--- config.mk ---
export PLATFORM = sky130hd
export DESIGN_NAME = rob_retire
export DESIGN_NICKNAME = d
export VERILOG_FILES = /design/src/rtl/rob_pkg.sv /design/src/rtl/rob_retire.sv
export VERILOG_INCLUDE_DIRS = /design/src /design/src/include
export SDC_FILE = /design/constraint.sdc
export NUM_CORES = 1
export LEC_CHECK = 0
export ABC_AREA = 0
export BUFFER_PORTS_ARGS = -buffer_cell sky130_fd_sc_hd__buf_2
export CAP_MARGIN = 15
export CORE_AREA = 2 2 110 112
export DETAILED_ROUTE_END_ITERATION = 8
export DIE_AREA = 0 0 112 114
export GPL_TIMING_DRIVEN = 1
export PLACE_DENSITY = 0.51
export SLEW_MARGIN = 20
export SYNTH_ARGS = -nofsm -noshare
export SYNTH_HDL_FRONTEND = slang
export SYNTH_SLANG_ARGS = --single-unit
--- constraint.sdc ---
create_clock -name clk -period 7.1 [get_ports clk]
set_clock_uncertainty 0.05 [all_clocks]
set_input_delay 2.13 -clock clk [delete_from_list [all_inputs] [get_ports clk]]
set_output_delay 2.13 -clock clk [all_outputs]
set_load 0.02 [all_outputs]
--- src/include/rob_cfg.svh ---
`ifndef ROB_CFG_SVH
`define ROB_CFG_SVH

// depth must stay a power of two
`define ROB_DEPTH       16
`define ROB_ADDR_LEN    4

// port counts
`define DISPATCH_WIDTH  2
`define RETIRE_WIDTH    2
`define WB_PORTS        3
`define RD_PORTS        4

// datapath widths
`define DATA_WIDTH      32
`define AREG_WIDTH      5
`define PC_WIDTH        32

`endif

--- src/rtl/rob_pkg.sv ---
`default_nettype none

`include "rob_cfg.svh"

package rob_pkg;

    typedef logic [`ROB_ADDR_LEN-1:0] rob_addr_t;

    // index plus wrap bit
    typedef logic [`ROB_ADDR_LEN:0] rob_ptr_t;

    typedef enum logic [1:0] {
        ST_FREE,
        ST_WAIT,
        ST_DONE
    } entry_state_e;

    typedef enum logic [2:0] {
        EXC_NONE,
        EXC_ADEL,
        EXC_ADES,
        EXC_RI,
        EXC_OV,
        EXC_SYS
    } exc_cause_e;

    typedef struct packed {
        entry_state_e                 state;
        logic                         has_dst;
        logic [`AREG_WIDTH-1:0]       areg;
        logic [`PC_WIDTH-1:0]         pc;
        logic [`DATA_WIDTH-1:0]       data;
        exc_cause_e                   cause;
    } rob_entry_t;

    typedef struct packed {
        logic                         valid;
        logic                         has_dst;
        logic [`AREG_WIDTH-1:0]       areg;
        logic [`PC_WIDTH-1:0]         pc;
    } dispatch_req_t;

    typedef struct packed {
        logic                         valid;
        rob_addr_t                    tag;
        logic [`DATA_WIDTH-1:0]       data;
        exc_cause_e                   cause;
    } wb_req_t;

    typedef struct packed {
        logic                         ready;
        logic [`DATA_WIDTH-1:0]       data;
    } operand_t;

    typedef struct packed {
        logic                         valid;
        logic                         has_dst;
        logic [`AREG_WIDTH-1:0]       areg;
        logic [`DATA_WIDTH-1:0]       data;
    } retire_t;

    typedef struct packed {
        logic                         valid;
        rob_addr_t                    tag;
        logic [`PC_WIDTH-1:0]         pc;
        exc_cause_e                   cause;
    } exc_report_t;

endpackage

`default_nettype wire

--- src/rtl/rob_retire.sv ---
`default_nettype none
`timescale 1ns/100ps

`include "rob_cfg.svh"

module rob_retire (
    input  logic                clk,
    input  logic                resetn,
    input  rob_pkg::rob_entry_t head_window [`RETIRE_WIDTH],
    input  rob_pkg::rob_ptr_t   tail_ptr,
    output rob_pkg::rob_ptr_t   head_ptr,
    output rob_pkg::rob_ptr_t   head_next,
    output rob_pkg::retire_t    retire [`RETIRE_WIDTH],
    output rob_pkg::exc_report_t exc,
    output logic                flush
);
    import rob_pkg::*;

    rob_ptr_t occupancy;
    rob_ptr_t ret_cnt;

    assign occupancy = tail_ptr - head_ptr;
    assign head_next = head_ptr + 1'b1;

    // longest in-order run of clean completed entries
    always_comb begin
        logic stop;
        stop    = 1'b0;
        ret_cnt = '0;
        for (int i = 0; i < `RETIRE_WIDTH; i++) begin
            retire[i] = '0;
            if (!stop && rob_ptr_t'(i) < occupancy &&
                head_window[i].state == ST_DONE &&
                head_window[i].cause == EXC_NONE) begin
                retire[i].valid   = 1'b1;
                retire[i].has_dst = head_window[i].has_dst;
                retire[i].areg    = head_window[i].areg;
                retire[i].data    = head_window[i].data;
                ret_cnt           = ret_cnt + 1'b1;
            end else begin
                stop = 1'b1;
            end
        end
    end

    // excepting head blocks retire through the cause check above
    assign exc.valid = (occupancy != '0) &&
                       (head_window[0].state == ST_DONE) &&
                       (head_window[0].cause != EXC_NONE);
    assign exc.tag   = head_ptr[`ROB_ADDR_LEN-1:0];
    assign exc.pc    = head_window[0].pc;
    assign exc.cause = head_window[0].cause;

    assign flush = exc.valid;

    always_ff @(posedge clk) begin
        if (!resetn) begin
            head_ptr <= '0;
        end else if (flush) begin
            // skip the excepting entry
            head_ptr <= head_next;
        end else begin
            head_ptr <= head_ptr + ret_cnt;
        end
    end

    // head never overtakes the tail
    a_ret_bound: assert property (@(posedge clk) disable iff (!resetn)
        occupancy <= rob_ptr_t'(`ROB_DEPTH))
        else $error("rob_retire: retired more entries than occupied");

endmodule

`default_nettype wire

==> results of run 1 <==
-- per-stage QoR --
step	std cells	hold WS, ps
global placement	491	522
CTS	495	538
finish	495	528
detailed placement	491	534
global route	495	574
floorplan	201	584
-- logic make-up (layout without fill, tap and decap cells) --
group,Yosys count,in the layout
xor+xnor,6,6
fa+ha+maj,10,10
compound gates,18,18
buf+inv,61,208
flops,5,5
simple gates,101,101
-- worst max-delay path, stage by stage --
cell	delay, ps
buf_2	100
inv_1	60
ha_1	150
inv_1	50
fa_1	390
nand3_1	100
a21oi_1	100
o221ai_4	260
and3_1	510
buf_12	220
and2_1	160
buf_2	170
-- layer usage --
metal | track usage, % | part of all wire (%) | wire length, um
met5 | 0 | 0 | 0
met1 | 9.29 | 40 | 2160
met3 | 2.76 | 13 | 698
met4 | 1.22 | 0.63 | 34
met2 | 11.3 | 47 | 2550
-- final timing paths --
| check | endpoint | slack [ps] | depth (start not counted) |
|---|---|---|---|
| setup / recovery | retire[14] | 510 | 12 |
| hold / removal | head_ptr[2] | 530 | 2 |
| setup reg to reg | head_ptr[4] | 3430 | 15 |
| hold reg to reg | head_ptr[2] | 530 | 2 |
-- power groups by stage --
| stage | Clock, mW | Combinational [mW] | Sequential, mW |
|---|---|---|---|
| floorplan | 0 | 0.0662 | 0.0352 |
| detailed placement | 0 | 0.0769 | 0.0339 |
| CTS | 0.0936 | 0.0777 | 0.0335 |
| global route | 0.0959 | 0.0846 | 0.0338 |
| finish | 0.0931 | 0.0761 | 0.0334 |
| global placement | 0 | 0.0760 | 0.0338 |
-- layout by cell type (no fill, tap or decap), types with 4 or more instances in the layout --
master and instances:
o211ai_1 4, nand2_1 4, and2_1 66, dfxtp_1 5, nor3_1 4, ha_1 8
and2_4 10, nor2_1 6, buf_2 189, inv_1 12, a21oi_1 6
-- area by class of cell --
cell class	count	area, sq um
fill	1325	9360
sequential	5	100
inverter	13	48.8
tap	147	184
multi-input combinational	135	966
clock buffer	4	78.8
timing repair buffer	191	973
==> out/metrics.yaml, run 1 <==
sta:
  finalHoldViolCount: 0
  slew_headroom_pct: 67.3
  maxClockFrequency_mhz: 152
  setup_violations: 0
  period_needed_ps: 6590
  maxSlewViolCount: 0
  rsz0062_at_grt: "false"
  tightest_slew_ps: 486
  tns_ps: 0
  fin_ws_ps: 513
  fin_crit_sh_pct: 92.8
grt:
  grt_pass1_wl_um: 7450
  grt_pass1_vias: 1545
  grt_use_total_pct: 7.10
  grt_max_degree: 41
  antenna_found_initial: 0
  gr-total-overflow: 0
setup_path:
  worst_setup_path_start_kind: "input pin"
  cp.arrival_ps: 4410
  critPathRequiredTime_ps: 4920
  crit_start: "tail_ptr[0]"
  endpoint_kind: "primary output"
  cp_max_fo: 29
  r2r-start: "head_ptr[0]"
  critical_path_class: "in2out"
power:
  power_density_mw_per_mm2: 86.2
  p_int_mw: 0.140
  ir_drop_uv: 56.7
  p_total_mw: 0.203
  sequentialPowerShare_pct: 16.5
  p_comb_share_pct: 37.5
  netSwitchingFraction_pct: 30.7
  clock_power_share_pct: 46.0
  p_sw_mw: 0.0623
  p_leak_nw: 1.44
clocking:
  htree_levels: 1
  cts_tree: "done"
  clkTransAtPathRegs_ps: 30
  clock_latency_ps: 230
  cts.sinks: 5
  root_buffer: "clkbuf_16"
  ctsResizeCount: 0
  post_cts.repair.setup_buffers: 0
  cts_hold_buf: 0
  clock_path_buffers: 2
  numCtsBuffers: 3
synth:
  synth_flop_cell: "dfxtp_1"
  syn_avg_cell_area_sq_um: 7.34
  synthTopCellsByArea: "and2_1, buf_4, dfxtp_1"
  synthTopCellsByCount: "and2_1, buf_4, inv_1"
  synth_simple_gate_area_share_pct: 42.5
  netlist_area_sq_mm: 0.00148
  async_flop_share_pct: 0
  synth_xor_area_share_pct: 3.56
  synth_compound_area_share_pct: 9.92
  synth_top_family_by_area: "simple AND/OR/NAND/NOR gates"
  syn_nets: 368
  synth_edf_count: 0
  synth.distinct_cells: 34
  synthAdderAreaFrac_pct: 9.50
  yosysMostFrequentCell: "and2_1"
  synth_warnings: 0
  syn_inst: 201
  yosys.area.top_type: "and2_1"
  ys_seq_area_share_pct: 6.79
  synth.area.mux_share_pct: 0
  synth.top_cell.area_share_pct: 28.0
  ys_ff_latch: 5
route:
  firstDrtPassIters: 4
  drt_iter0_drc: 69
  via_per_inst: 3.62
  antenna_left: 0
  wire_per_inst_um: 11.0
  wl_um: 5440
  vias: 1792
  drcViolationCount: 0
place:
  portBuffers: 189
  placed_cell_area_sq_mm: 0.00227
  hpwl_um: 4670
  gp_congestion: 0.764
  dp_slack_ps: 424
floorplanning:
  core-area_sq_mm: 0.0117
  io_pins: 286
  die-area_sq_mm: 0.0128
  die_h_um: 114
  die_w_um: 112
  start_util_pct: 12.6
  fp-row-count: 40
layout:
  fin_util_pct: 20.1
  design_area_sq_mm: 0.00235
  antenna_cells: 0
  layout-area-overhead-vs-synth_pct: 59.4
  largest_reg_flops: 5
  drive_gt1_share_pct: 59.5
  reg_top3: "head_ptr: 5 flops"
  largest_register: "head_ptr"
  nets: 516
min_path:
  min-delay-path-class: "reg2reg"
  min_from: "head_ptr[2]"
run_status:
  outcome: "finished, final reports clean"
job:
  cap_violations: 0
(Power assumes the default switching activity.)
==> run 2, diff against run 1 <==
--- a/config.mk
+++ b/config.mk
@@ -14,6 +14,7 @@
 export DIE_AREA = 0 0 112 114
 export GPL_TIMING_DRIVEN = 1
 export PLACE_DENSITY = 0.51
+export REMOVE_ABC_BUFFERS = 1
 export SLEW_MARGIN = 20
 export SYNTH_ARGS = -nofsm -noshare
 export SYNTH_HDL_FRONTEND = slang
==> run 2 against run 1 <==
Compared with the run above:
- critical path depth fell by 1
- first-iteration DRC count fell by 36%
- final cell count fell by 0.20%
- critical path type unchanged
- largest power group unchanged
==> out/metrics.yaml, run 2 (same netlist as run 1, synthesis figures left out) <==
power:
  ir_drop_uv: 57.6  # +1.6%
  p_leak_nw: 1.44  # -0.50%
  power_density_mw_per_mm2: 86.6  # +0.49%
route:
  wl_um: 6120  # +12%
  drcViolationCount: 0  # unchanged
  vias: 1811  # +1.1%
  antenna_left: 0  # unchanged
  via_per_inst: 3.67  # +1.3%
  wire_per_inst_um: 12.4  # +13%
  firstDrtPassIters: 4  # unchanged
  drt_iter0_drc: 44  # -36%
sta:
  fin_crit_sh_pct: 91.0  # -1.8 points
  rsz0062_at_grt: "false"
  finalHoldViolCount: 0  # unchanged
  slew_headroom_pct: 62.5  # -4.8 points
  maxSlewViolCount: 0  # unchanged
  setup_violations: 0  # unchanged
  period_needed_ps: 6460  # -126 ps
  tightest_slew_ps: 563  # +77.0 ps
  fin_ws_ps: 639  # +126 ps
  maxClockFrequency_mhz: 155  # +1.9%
  tns_ps: 0  # unchanged
place:
  portBuffers: 189  # unchanged
  gp_congestion: 0.707  # -7.4%
  hpwl_um: 5280  # +13%
  dp_slack_ps: 176  # -247 ps
clocking:
  cts_tree: "done"
  htree_levels: 1  # unchanged
  numCtsBuffers: 3  # unchanged
  post_cts.repair.setup_buffers: 0  # unchanged
  cts_hold_buf: 0  # unchanged
  ctsResizeCount: 0  # unchanged
  clock_latency_ps: 230  # about the same
  clock_path_buffers: 2  # unchanged
  cts.sinks: 5  # unchanged
  clkTransAtPathRegs_ps: 30  # about the same
  root_buffer: "clkbuf_16"
job:
  cap_violations: 0  # unchanged
setup_path:
  worst_setup_path_start_kind: "input pin"
  critical_path_class: "in2out"
  endpoint_kind: "primary output"
  cp_max_fo: 40  # +38%
  cp.arrival_ps: 4280  # -130 ps
  critPathRequiredTime_ps: 4920  # about the same
floorplanning:
  core-area_sq_mm: 0.0117  # unchanged
  die-area_sq_mm: 0.0128  # unchanged
  die_w_um: 112  # unchanged
  fp-row-count: 40  # unchanged
  io_pins: 286  # unchanged
  die_h_um: 114  # unchanged
  start_util_pct: 12.6  # unchanged
run_status:
  outcome: "finished, final reports clean"
grt:
  grt_pass1_wl_um: 8240  # +11%
  antenna_found_initial: 0  # unchanged
  grt_use_total_pct: 8.18  # +1.1 points
  gr-total-overflow: 0  # unchanged
  grt_max_degree: 41  # unchanged
  grt_pass1_vias: 1612  # +4.3%
layout:
  reg_top3: "head_ptr: 5 flops"
  final_common_cell: "buf_2"
  layout-area-overhead-vs-synth_pct: 58.1
  drive_gt1_share_pct: 59.7  # +0.17 points
  largest_register: "head_ptr"
  layout_common_cells: "buf_2, and2_1, inv_1"
  nets: 515  # -0.19%
  antenna_cells: 0  # unchanged
  largest_reg_flops: 5  # unchanged
min_path:
  min-delay-path-class: "reg2reg"
run 2: power by group:
| part | switching (mW) | total [mW] | internal (mW) | leakage (nW) |
|---|---|---|---|---|
| logic | 0.0400 | 0.0757 | 0.0357 | 1.36 |
| clock network | 0.0185 | 0.0929 | 0.0744 | 0.0382 |
| registers | 0.00322 | 0.0333 | 0.0301 | 0.0410 |
| total | 0.0618 | 0.202 | 0.140 | 1.44 |
run 2: worst max-delay path, stage by stage:
cell and delay (ps):
buf_2 110, inv_1 50, ha_1 150, inv_1 50, fa_1 390, nand3_1 100, a21oi_1 100, o221ai_4 260
o21a_2 530, and2_4 230, buf_2 160
run 2: routing by layer:
metal / routed length, um / share of wire [%] / track usage [%]
met1: 2690 / 44 / 11.5
met2: 2450 / 40 / 10.3
met3: 934 / 15 / 4.89
met4: 39 / 0.64 / 1.71
met5: 0 / 0 / 2.35
run 2: area by class of cell:
class / count / area, sq um
fill: 1319 / 9380
timing repair buffer: 190 / 953
clock buffer: 4 / 78.8
sequential: 5 / 100
multi-input combinational: 135 / 967
tap: 147 / 184
inverter: 13 / 48.8
run 2: metrics by stage:
step	hold WS (ps)	area (sq um)	total power [mW]	utilization (%)	cells
floorplan	632	1110	0.0696	-	153
global placement	526	2250	0.109	19.2	490
detailed placement	542	2250	0.111	19.2	490
CTS	546	2330	0.205	19.9	494
global route	588	2330	0.214	19.9	494
finish	548	2330	0.202	19.9	494
run 2: path summary, 6_finish.rpt:
path	start	end	slack, ps	depth (start not counted)
worst min register to register	head_ptr[2]	head_ptr[2]	550	2
worst max-delay path	tail_ptr[0]	retire[65]	640	11
worst min-delay path	head_ptr[2]	head_ptr[2]	550	2
worst max register to register	head_ptr[0]	head_ptr[4]	3420	14
