**config.mk**
```make
export PLATFORM = sky130hd
export DESIGN_NAME = rob_alloc
export DESIGN_NICKNAME = d
export VERILOG_FILES = /design/src/rtl/rob_pkg.sv /design/src/rtl/rob_alloc.sv
export VERILOG_INCLUDE_DIRS = /design/src /design/src/include
export SDC_FILE = /design/constraint.sdc
export NUM_CORES = 1
export LEC_CHECK = 0
export BUFFER_PORTS_ARGS = -buffer_cell sky130_fd_sc_hd__buf_2
export CORE_AREA = 2 2 46 59
export DETAILED_ROUTE_END_ITERATION = 6
export DIE_AREA = 0 0 48 61
export PLACE_DENSITY_LB_ADDON = 0.1
export SYNTH_ARGS = -nofsm -noshare
export SYNTH_HDL_FRONTEND = slang
export SYNTH_SLANG_ARGS = --single-unit
```
**constraint.sdc**
```tcl
create_clock -name clk -period 8.7 [get_ports clk]
set_clock_uncertainty 0.15 [all_clocks]
set_input_delay 1.74 -clock clk [delete_from_list [all_inputs] [get_ports clk]]
set_output_delay 1.74 -clock clk [all_outputs]
set_load 0.005 [all_outputs]
```
**src/include/rob_cfg.svh**
```systemverilog
`ifndef ROB_CFG_SVH
`define ROB_CFG_SVH

// depth must stay a power of two
`define ROB_DEPTH       16
`define ROB_ADDR_LEN    4

// port counts
`define DISPATCH_WIDTH  2
`define RETIRE_WIDTH    2
`define WB_PORTS        3
`define RD_PORTS        4

// datapath widths
`define DATA_WIDTH      32
`define AREG_WIDTH      5
`define PC_WIDTH        32

`endif

```
**src/rtl/rob_pkg.sv**
```systemverilog
`default_nettype none

`include "rob_cfg.svh"

package rob_pkg;

    typedef logic [`ROB_ADDR_LEN-1:0] rob_addr_t;

    // index plus wrap bit
    typedef logic [`ROB_ADDR_LEN:0] rob_ptr_t;

    typedef enum logic [1:0] {
        ST_FREE,
        ST_WAIT,
        ST_DONE
    } entry_state_e;

    typedef enum logic [2:0] {
        EXC_NONE,
        EXC_ADEL,
        EXC_ADES,
        EXC_RI,
        EXC_OV,
        EXC_SYS
    } exc_cause_e;

    typedef struct packed {
        entry_state_e                 state;
        logic                         has_dst;
        logic [`AREG_WIDTH-1:0]       areg;
        logic [`PC_WIDTH-1:0]         pc;
        logic [`DATA_WIDTH-1:0]       data;
        exc_cause_e                   cause;
    } rob_entry_t;

    typedef struct packed {
        logic                         valid;
        logic                         has_dst;
        logic [`AREG_WIDTH-1:0]       areg;
        logic [`PC_WIDTH-1:0]         pc;
    } dispatch_req_t;

    typedef struct packed {
        logic                         valid;
        rob_addr_t                    tag;
        logic [`DATA_WIDTH-1:0]       data;
        exc_cause_e                   cause;
    } wb_req_t;

    typedef struct packed {
        logic                         ready;
        logic [`DATA_WIDTH-1:0]       data;
    } operand_t;

    typedef struct packed {
        logic                         valid;
        logic                         has_dst;
        logic [`AREG_WIDTH-1:0]       areg;
        logic [`DATA_WIDTH-1:0]       data;
    } retire_t;

    typedef struct packed {
        logic                         valid;
        rob_addr_t                    tag;
        logic [`PC_WIDTH-1:0]         pc;
        exc_cause_e                   cause;
    } exc_report_t;

endpackage

`default_nettype wire

```
**src/rtl/rob_alloc.sv**
```systemverilog
`default_nettype none
`timescale 1ns/100ps

`include "rob_cfg.svh"

module rob_alloc (
    input  logic                   clk,
    input  logic                   resetn,
    input  rob_pkg::dispatch_req_t dispatch_req [`DISPATCH_WIDTH],
    input  rob_pkg::rob_ptr_t      head_ptr,
    input  rob_pkg::rob_ptr_t      head_next,
    input  logic                   flush,
    output logic                   dispatch_ready,
    output rob_pkg::rob_addr_t     dispatch_tag [`DISPATCH_WIDTH],
    output rob_pkg::rob_ptr_t      tail_ptr,
    output logic                   alloc_we [`DISPATCH_WIDTH],
    output rob_pkg::rob_addr_t     alloc_addr [`DISPATCH_WIDTH]
);
    import rob_pkg::*;

    rob_ptr_t free_cnt;
    rob_ptr_t alloc_cnt;

    // wrap bit makes full and empty distinguishable
    assign free_cnt = rob_ptr_t'(`ROB_DEPTH) - rob_ptr_t'(tail_ptr - head_ptr);

    assign dispatch_ready = (free_cnt >= rob_ptr_t'(`DISPATCH_WIDTH)) && !flush;

    // valid slots are packed, so tags follow tail in slot order
    always_comb begin
        rob_ptr_t cnt;
        cnt = '0;
        for (int k = 0; k < `DISPATCH_WIDTH; k++) begin
            dispatch_tag[k] = rob_addr_t'(tail_ptr + cnt);
            alloc_we[k]     = dispatch_ready && dispatch_req[k].valid;
            alloc_addr[k]   = dispatch_tag[k];
            if (dispatch_req[k].valid) begin
                cnt = cnt + 1'b1;
            end
        end
        alloc_cnt = dispatch_ready ? cnt : '0;
    end

    always_ff @(posedge clk) begin
        if (!resetn) begin
            tail_ptr <= '0;
        end else if (flush) begin
            // everything younger than the excepting entry is dropped
            tail_ptr <= head_next;
        end else begin
            tail_ptr <= tail_ptr + alloc_cnt;
        end
    end

    a_free_bound: assert property (@(posedge clk) disable iff (!resetn)
        free_cnt <= rob_ptr_t'(`ROB_DEPTH))
        else $error("rob_alloc: free count above depth");

    // tail only moves on an accepted group or a flush
    a_no_alloc_when_busy: assert property (@(posedge clk) disable iff (!resetn)
        (!dispatch_ready && !flush) |=> tail_ptr == $past(tail_ptr))
        else $error("rob_alloc: allocation while dispatch_ready low");

endmodule

`default_nettype wire

```
==> results of run 1 <==
## logic make-up after synthesis
| logic type | share of synthesized area |
|---|---|
| flip-flops | 0.154 |
| adder cells (fa/ha/maj) | 0.292 |
| XOR/XNOR | 0.115 |
| AO/OA/AOI/OAI | 0.0825 |
| buffers and inverters | 0.179 |
| AND/OR/NAND/NOR | 0.163 |
| multiplexers | 0.0154 |
## cell usage in the layout (no fill, tap or decap), types with 2 or more instances in the layout
cell	n
buf_2	38
inv_1	7
ha_1	12
xnor2_1	2
clkbuf_4	3
xor2_1	4
nand2_1	4
nand3_1	2
dfxtp_1	5
and3_1	4
nor2b_1	2
fa_1	2
and2_2	2
and2_1	2
a21oi_1	4
o21ai_0	3
## critical path, stage by stage
cell     delay, ns
buf_2         0.10
ha_1          0.28
ha_1          0.23
fa_1          0.38
xor2_1        0.15
nor3_1        0.19
o21ai_2       0.13
and2_2        0.20
buf_2         0.12
## power by group
part	internal, uW	total [uW]	leakage (uW)	switching (uW)
Combinational	21.4	40.1	0.000410	18.7
Clock	17.3	26.4	0.0000150	9.12
Sequential	24.8	28.1	0.0000415	3.26
## metal layers
metal  GRT usage  vias up
met1       0.126      260
met2       0.160       25
met3      0.0119        2
met4      0.0811        0
met5           0        -
li1            -      295
## how the worst max path moves through the flow
stage / from / cells after the start / endpoint / slack (ns)
6_report: head_ptr[1] / 9 / dispatch_ready / 3.30
5_1_grt: head_ptr[1] / 9 / alloc_we[0] / 3.18
4_1_cts: head_ptr[1] / 9 / dispatch_ready / 3.27
3_5_place_dp: head_ptr[1] / 9 / dispatch_ready / 3.28
3_3_place_gp: head_ptr[1] / 9 / dispatch_ready / 3.29
2_1_floorplan: head_ptr[1] / 7 / dispatch_ready / 3.60
## per-stage QoR
step | total power, uW | utilization | cells
detailed placement | 69.9 | 0.334 | 133
finish | 94.6 | 0.345 | 137
global route | 105 | 0.345 | 137
global placement | 69.4 | 0.334 | 133
CTS | 97.4 | 0.345 | 137
floorplan | 58.5 | - | 74
## layout make-up
class	count	area, um^2
multi-input combinational	50	435
clock buffer	4	26.3
fill	285	1560
sequential	5	100
tap	33	41.3
inverter	7	26.3
timing repair buffer	38	190
==> key figures, run 1 <==
Status
  • Outcome: complete, no violations

GRT
  • First-pass GRT wire length: 2080 um
  • Largest net degree at the start of global routing: 9
  • Initial antenna violation count: 0
  • GR Overflow Total: 0
  • Total GRT Usage: 0.104
  • Number of global-route vias before repair: 481

Power and ir drop
  • Leak: 0.000466 uW
  • Peak VDD IR: 0.0312 mV
  • PwrDens: 115 mW/mm^2

STA
  • Final-report hold violation count: 0
  • Worst slew pin tran: 0.310 ns
  • Fin crit share: 0.621
  • # setup viols final: 0
  • Hold WS: 0.531 ns
  • Final min period: 5.40 ns
  • Setup TNS: 0 ns
  • Fmax: 185 MHz
  • Unrepaired setup endpoints after global routing: no
  • Max-slew headroom: 0.793
  • Worst setup margin: 3.30 ns
  • Max-slew violations: 0

Clock network
  • CTS tree: built
  • Root Buffer: clkbuf_4
  • # Post-CTS Setup Buffers: 0
  • Clock transition at path regs: 0.04 ns
  • Clk sinks: 5
  • Bufs on Longest Clock Path: 2
  • Worst skew pair latency: 0.24 ns
  • Cts hold-fix bufs: 0
  • Htree depth: 1
  • Cts repair resizes: 0
  • Num CTS Buffers: 3

Critical path
  • Reg-to-reg startpoint: tail_ptr[1]
  • Worst setup EP type: output pin
  • Worst setup SP type: input port
  • Worst R2R End: tail_ptr[4]
  • Flop2flop setup slack: 5.37 ns
  • Setup CP Type: input port to output pin
  • Worst Path Max Fanout: 6
  • Crit path arrival time: 3.51 ns
  • R2R cell count: 15
  • Critical path required time: 6.81 ns

Routing
  • Post-detailed-route count of antenna-violating nets: 0
  • DR DRC count: 0
  • DRT Pass-1 Iters: 4
  • Via-to-Cell Ratio: 4.25
  • WL per Instance: 10.2 um
  • WL met1: 596 um
  • Detailed Route WL: 1400 um
  • Max Used Layer: met4
  • Met2 WL post-DR: 695 um
  • Initial drt markers: 17
  • Via count: 582
  • Met3 WL post-DR: 81 um

Floorplanning
  • # IOs: 115
  • Die height: 61 um
  • Core box area: 0.00238 mm^2
  • Rows: 20
  • Starting Density: 0.274
  • Die width: 48 um
  • Die ar.: 0.00293 mm^2

Synth
  • Top FF cell, synth: dfxtp_1
  • Synthesized area: 652 um^2
  • Cell count after synthesis: 74
  • Yosys top cell area share: 0.230
  • Post-synth net total: 179
  • Syn avg cell area: 8.81 um^2
  • Async set or reset register ratio after synthesis: 0
  • Post-synth top cells: buf_4 (12), ha_1 (12), inv_1 (7), dfxtp_1 (5)
  • Seq/Total Area, Yosys: 0.154
  • Warnings, synthesis: 0
  • Number of synthesized flops with an enable pin: 0
  • Area contributors post-synth: ha_1 (23%), dfxtp_1 (15%), buf_4 (14%)
  • Cell variety after synth: 22
  • Seq cells post-synth: 5
  • Post-synth top area cell: ha_1

Worst hold path
  • HP Class: flop to flop
  • Hold EP: tail_ptr[4]
  • HP Start: tail_ptr[4]
  • Hold path cells: 3

Placement
  • Worst slack at placement: 3.28 ns
  • Dpl cell area: 793 um^2
  • Detail Placement HPWL: 1260 um
  • PortBufs: 38
  • Placer Congestion: 0.652

Run
  • Max-Cap Viols: 0

Finish
  • Post-layout net count: 210
  • Max reg flops: 5
  • Fin area: 820 um^2
  • Area delta synth->final: 25.7%
  • ANT cells: 0
  • Layout cells sized above 1: 0.423
  • Most flop-heavy register: tail_ptr
  • Top Registers: tail_ptr x5
(Power assumes the default switching activity.)
==> inputs of run 2 (changes only) <==
CORE_AREA = 2 2 47 60   (was 2 2 46 59)
DIE_AREA = 0 0 49 62   (was 0 0 48 61)
clock period = 5.2 ns   (was 8.7 ns; I/O delays follow)
==> key figures, run 2 (synthesis gave the netlist of run 1 again) <==
Routing
  • WL per Instance: 10.4 um (+1.3%)
  • Via count: 593 (+1.9%)
  • DRT Pass-1 Iters: 1 (-3)
  • Via-to-Cell Ratio: 4.30 (+1.2%)
  • DR DRC count: 0 (unchanged)
  • Detailed Route WL: 1430 um (+2.1%)
  • Post-detailed-route count of antenna-violating nets: 0 (unchanged)
  • Initial drt markers: 0 (-17)

Clock network
  • Num CTS Buffers: 3 (unchanged)
  • Clock transition at path regs: 0.05 ns (about the same)
  • Clk sinks: 5 (unchanged)
  • Root Buffer: clkbuf_4
  • Cts hold-fix bufs: 0 (unchanged)
  • Cts repair resizes: 0 (unchanged)
  • Worst skew pair latency: 0.24 ns (about the same)
  • Htree depth: 1 (unchanged)
  • # Post-CTS Setup Buffers: 0 (unchanged)
  • CTS tree: built
  • Bufs on Longest Clock Path: 2 (unchanged)

Critical path
  • Reg-to-reg startpoint: tail_ptr[1]
  • Worst setup EP type: output pin
  • Setup CP Type: input port to output pin
  • Worst Path Max Fanout: 6 (unchanged)
  • R2R cell count: 15 (unchanged)
  • Crit-path cells: buf_2 > ha_1 > ha_1 > fa_1 > xor2_1 > nor3_1 > o21ai_2 > and2_2 > buf_2
  • Critical path's largest stage delay: 0.38 ns (about the same)
  • Source of the critical timing path: head_ptr[1]
  • Worst setup SP type: input port
  • Crit path arrival time: 2.82 ns (-0.69 ns)
  • CP max-delay cell: fa_1
  • Critical path required time: 4.01 ns (-2.80 ns)

Finish
  • Top Registers: tail_ptr x5
  • Leading cell type in the layout, fill and taps excluded: buf_2
  • Fill count: 300 (+5.3%)
  • Most frequent cells in the layout: buf_2 (38), ha_1 (12), inv_1 (7), dfxtp_1 (5)
  • Post-layout net count: 210 (unchanged)
  • Max reg flops: 5 (unchanged)
  • Area delta synth->final: 25.9%
  • ANT cells: 0 (unchanged)
  • Most flop-heavy register: tail_ptr
  • Layout cells sized above 1: 0.423 (unchanged)

Floorplanning
  • Starting Density: 0.256 (-0.0184)
  • Die width: 49 um (+2.1%)
  • Die height: 62 um (+1.6%)
  • Die ar.: 0.00304 mm^2 (+3.8%)
  • # IOs: 115 (unchanged)
  • Rows: 21 (+5.0%)
  • Core box area: 0.00255 mm^2 (+7.2%)

Power and ir drop
  • Comb pwr share: 0.421 (-0.003)
  • Seq pwr share: 0.291 (-0.006)
  • Sw Share: 0.337 (+0.00841)
  • Peak VDD IR: 0.0723 mV (+130%)
  • Leak: 0.000466 uW (unchanged)
  • Clock power frac: 0.288 (+0.009)
  • Internal power: 107 uW (+68%)
  • Net Sw Power: 54.1 uW (+74%)
  • PwrDens: 196 mW/mm^2 (+70%)

STA
  • Final min period: 4.01 ns
  • Fin crit share: 0.772
  • Worst slew pin tran: 0.290 ns (-0.0202 ns)
  • Fmax: 249 MHz
  • Worst setup margin: 1.19 ns (-2.11 ns)
  • Setup TNS: 0 ns (unchanged)
  • Unrepaired setup endpoints after global routing: no
  • # setup viols final: 0 (unchanged)
  • Max-slew headroom: 0.806 (+0.0135)
  • Final-report hold violation count: 0 (unchanged)
  • Max-slew violations: 0 (unchanged)

Worst hold path
  • HP Start: tail_ptr[3]
  • HP Class: flop to flop
  • Hold path cells: 2 (-1)

Run
  • Max-Cap Viols: 0 (unchanged)

Placement
  • Worst slack at placement: 1.18 ns (-2.10 ns)
  • Detail Placement HPWL: 1250 um (-0.64%)
  • PortBufs: 38 (unchanged)
  • Placer Congestion: 0.661 (+1.4%)

GRT
  • Largest net degree at the start of global routing: 9 (unchanged)
  • Number of global-route vias before repair: 525 (+9.1%)
  • GR Overflow Total: 0 (unchanged)
  • Initial antenna violation count: 0 (unchanged)
  • First-pass GRT wire length: 2300 um (+11%)
  • Total GRT Usage: 0.101 (-0.00261)

Status
  • Outcome: complete, no violations
run 2: cell counts in the layout (fill, tap and decap cells not counted):
Identical to the previous run, type by type.
run 2: area by class of cell:
class	count	area [um^2]	area share
sequential	5	100	0.122
multi-input combinational	50	435	0.530
inverter	7	26.3	0.0320
tap	34	42.5	0.0518
clock buffer	4	26.3	0.0320
timing repair buffer	38	190	0.232
run 2: path summary, 6_finish.rpt:
path	end	slack, ns
max	dispatch_ready	1.19
min	tail_ptr[3]	0.51
max reg2reg	tail_ptr[4]	1.87
min reg2reg	tail_ptr[3]	0.51
run 2: per-stage QoR:
step                instance area [um^2]  cells   util  hold slack [ns]  total power [uW]
floorplan                            652     74      -            0.472              97.9
global placement                     795    134  0.312            0.520               116
detailed placement                   795    134  0.312            0.518               118
CTS                                  821    138  0.322            0.527               166
global route                         821    138  0.322            0.595               178
finish                               821    138  0.322            0.508               161
run 2: routing by layer:
layer / track usage / share of wire / up-vias
met2: 0.182 / 0.49 / 25
met1: 0.115 / 0.43 / 269
met5: 0 / 0 / -
met3: 0.00957 / 0.059 / 2
li1: - / - / 297
met4: 0.0735 / 0.018 / 0
run 2: critical path: cells and delay by family:
family	cells	cell delay [ns]
compound gates	1	0.13
simple gates	2	0.40
xor+xnor	1	0.15
buf+inv	2	0.22
fa+ha+maj	3	0.89
run 2: power groups by stage:
stage	logic (uW)	registers [uW]	clock network [uW]
after floorplan	51.0	46.9	0
after global placement	68.5	47.6	0
after detailed placement	69.6	47.9	0
after CTS	70.2	47.1	48.4
after global routing	78.8	47.9	51.3
final	67.6	46.8	46.2
==> inputs of run 3 (changes only) <==
ABC_AREA = 1   (was default)
CORE_AREA = 2 2 49 62   (was 2 2 47 60)
DIE_AREA = 0 0 51 64   (was 0 0 49 62)
clock period = 3.9 ns   (was 5.2 ns; I/O delays follow)
==> key figures, run 3 <==
Routing
  • DRT Pass-1 Iters: 4 (+3)
  • DR DRC count: 0 (unchanged)
  • Via count: 660 (+11%)
  • WL per Instance: 9.46 um (-8.7%)
  • Post-detailed-route count of antenna-violating nets: 0 (unchanged)
  • Detailed Route WL: 1550 um (+8.5%)
  • Via-to-Cell Ratio: 4.02 (-6.3%)
  • Initial drt markers: 6 (+6)

Clock network
  • CTS tree: built
  • Clk sinks: 5 (unchanged)
  • Cts hold-fix bufs: 0 (unchanged)
  • Worst skew pair latency: 0.24 ns (about the same)
  • Clock transition at path regs: 0.04 ns (about the same)
  • # Post-CTS Setup Buffers: 0 (unchanged)
  • Htree depth: 1 (unchanged)
  • Num CTS Buffers: 3 (unchanged)
  • Cts repair resizes: 0 (unchanged)
  • Bufs on Longest Clock Path: 2 (unchanged)
  • Root Buffer: clkbuf_4

GRT
  • Total GRT Usage: 0.102 (+0.00120)
  • Largest net degree at the start of global routing: 10 (+1)
  • GR Overflow Total: 0 (unchanged)
  • Initial antenna violation count: 0 (unchanged)
  • First-pass GRT wire length: 2610 um (+13%)
  • Number of global-route vias before repair: 618 (+18%)

Floorplanning
  • Die width: 51 um (+4.1%)
  • Core box area: 0.00265 mm^2 (+4.1%)
  • Die height: 64 um (+3.2%)
  • Die ar.: 0.00326 mm^2 (+7.4%)
  • Rows: 21 (unchanged)
  • # IOs: 115 (unchanged)
  • Starting Density: 0.277 (+0.0210)

Critical path
  • Critical path's top delay family: adder cells
  • Crit path arrival time: 3.40 ns (+0.58 ns)
  • Setup CP Type: input port to flop
  • Worst setup EP type: flop
  • CP max-delay cell: fa_1
  • Worst Path Max Fanout: 5 (-1)
  • Critical path required time: 3.87 ns (-0.14 ns)
  • Most frequent CP cell: ha_1
  • Crit-path cells: buf_2 > ha_1 > ha_1 > fa_1 > inv_1 > nand2_1 > nor3_4 > nand3_2 > nand2_4 > nor2_2 > ha_1 > inv_1 > fa_1 > nor3_2 > xor2_1 > a21oi_1
  • WP buf/inv: 3 (+1)
  • Worst setup SP type: input port
  • Critical path's largest stage delay: 0.49 ns (+0.11 ns)

Synth
  • Seq/Total Area, Yosys: 0.136 (-0.0173)
  • Post-synth top area cell: ha_1
  • Area contributors post-synth: ha_1 (20%), dfxtp_1 (14%), buf_4 (13%)
  • Warnings, synthesis: 0 (unchanged)
  • Post-synth net total: 204 (+14%)
  • Top FF cell, synth: dfxtp_1
  • Async set or reset register ratio after synthesis: 0 (unchanged)
  • Synthesized-area fraction occupied by adder cells: 0.259 (-0.0328)
  • Most common cell in the netlist: inv_1
  • Number of synthesized flops with an enable pin: 0 (unchanged)
  • Synthesized area: 734 um^2 (+13%)
  • Cell variety after synth: 19 (-14%)
  • Post-synth top cells: inv_1 (18), buf_4 (13), ha_1 (12), nand2_1 (9), nor2_1 (7)
  • Mux contribution to synthesized area: 0 (-0.0154)
  • XOR/XNOR Fraction of Synth Area: 0.0596 (-0.0555)
  • Syn avg cell area: 7.42 um^2 (-16%)
  • Yosys top cell area share: 0.204 (-0.0259)
  • Main combinational cell family by area after synthesis: adder cells
  • Post-synthesis compound-gate area fraction: 0.0477 (-0.0348)
  • Seq cells post-synth: 5 (unchanged)
  • Cell count after synthesis: 99 (+34%)
  • Post-Synth Simple-Gate Area: 0.252 (+0.0890)

Finish
  • Max reg flops: 5 (unchanged)
  • Area delta synth->final: 24.0%
  • Leading cell type in the layout, fill and taps excluded: buf_2
  • Layout cells sized above 1: 0.446 (+0.0231)
  • Most flop-heavy register: tail_ptr
  • Fin area: 911 um^2 (+11%)
  • Fill count: 302 (+0.67%)
  • Top Registers: tail_ptr x5
  • Post-layout net count: 236 (+12%)
  • Most frequent cells in the layout: buf_2 (38), inv_1 (18), ha_1 (12), nand2_1 (9), nor2_1 (7)
  • ANT cells: 0 (unchanged)

Placement
  • PortBufs: 38 (unchanged)
  • Placer Congestion: 0.791 (+20%)
  • Detail Placement HPWL: 1370 um (+9.8%)
  • Dpl cell area: 885 um^2 (+11%)
  • Worst slack at placement: 0.191 ns (-0.984 ns)

Power and ir drop
  • Peak VDD IR: 0.0753 mV (+4.2%)
  • PwrDens: 263 mW/mm^2 (+34%)
  • Leak: 0.000547 uW (+17%)

STA
  • Worst slew pin tran: 0.261 ns (-0.0289 ns)
  • Final min period: 3.43 ns
  • Unrepaired setup endpoints after global routing: no
  • Final-report hold violation count: 0 (unchanged)
  • Max-slew headroom: 0.826 (+0.0193)
  • Hold WS: 0.454 ns (-0.0541 ns)
  • Max-slew violations: 0 (unchanged)
  • Worst setup margin: 0.470 ns (-0.717 ns)
  • Setup TNS: 0 ns (unchanged)
  • Fin crit share: 0.879
  • # setup viols final: 0 (unchanged)
  • Fmax: 292 MHz

Worst hold path
  • HP Class: flop to flop

Status
  • Outcome: complete, no violations

Run
  • Max-Cap Viols: 0 (unchanged)
## run 3: where the power goes
group / total [uW] / switching, uW / internal, uW / leakage [uW]
Clock: 58.7 / 20.1 / 38.6 / 0.0000150
Combinational: 120 / 65.0 / 55.0 / 0.000491
Sequential: 60.9 / 5.11 / 55.7 / 0.0000416
## run 3: cell type report
type                    instances  area, um^2  share of cell area
clock buffers                   4        26.3              0.0288
inverters                      22        82.6              0.0907
multi-input cells              59         454               0.499
flip-flops and latches          5         100               0.110
well taps                      34        42.5              0.0467
repair buffers                 40         205               0.225
## run 3: kinds of logic (layout without fill, tap and decap cells)
kind of cell             after synthesis  in the layout
adder cells (fa/ha/maj)               14             14
AND/OR/NAND/NOR                       33             33
buffers and inverters                 35             66
XOR/XNOR                               5              5
AO/OA/AOI/OAI                          7              7
flip-flops                             5              5
## run 3: routing by layer
metal	up-vias	share of wire	wire, um	track usage
li1	355	-	-	-
met1	276	0.45	693	0.133
met2	29	0.47	735	0.167
met3	0	0.079	123	0.0140
met4	0	0	0	0.0405
met5	-	0	0	0
## run 3: path summary, 6_finish.rpt
check	startpoint	end	slack (ns)	depth (start not counted)
setup reg to reg	tail_ptr[1]	tail_ptr[4]	0.52	16
hold reg to reg	tail_ptr[4]	tail_ptr[4]	0.45	3
hold / removal	tail_ptr[4]	tail_ptr[4]	0.45	3
setup / recovery	head_ptr[1]	tail_ptr[4]	0.47	16
## run 3: through the flow
step / power [uW] / instances / util
finish: 240 / 164 / 0.343
global route: 267 / 164 / 0.343
CTS: 245 / 164 / 0.343
detailed placement: 184 / 160 / 0.333
global placement: 182 / 160 / 0.333
floorplan: 154 / 99 / -
## run 3: worst reg2reg max path, stage by stage (launching register included)
cell and delay [ns]:
dfxtp_1 0.46, inv_1 0.13, ha_1 0.29, ha_1 0.23, fa_1 0.49, inv_1 0.04
nand2_1 0.09, nor3_4 0.04, nand3_2 0.10, nand2_4 0.08, nor2_2 0.08, ha_1 0.16
inv_1 0.06, fa_1 0.42, nor3_2 0.21, xor2_1 0.15, a21oi_1 0.07
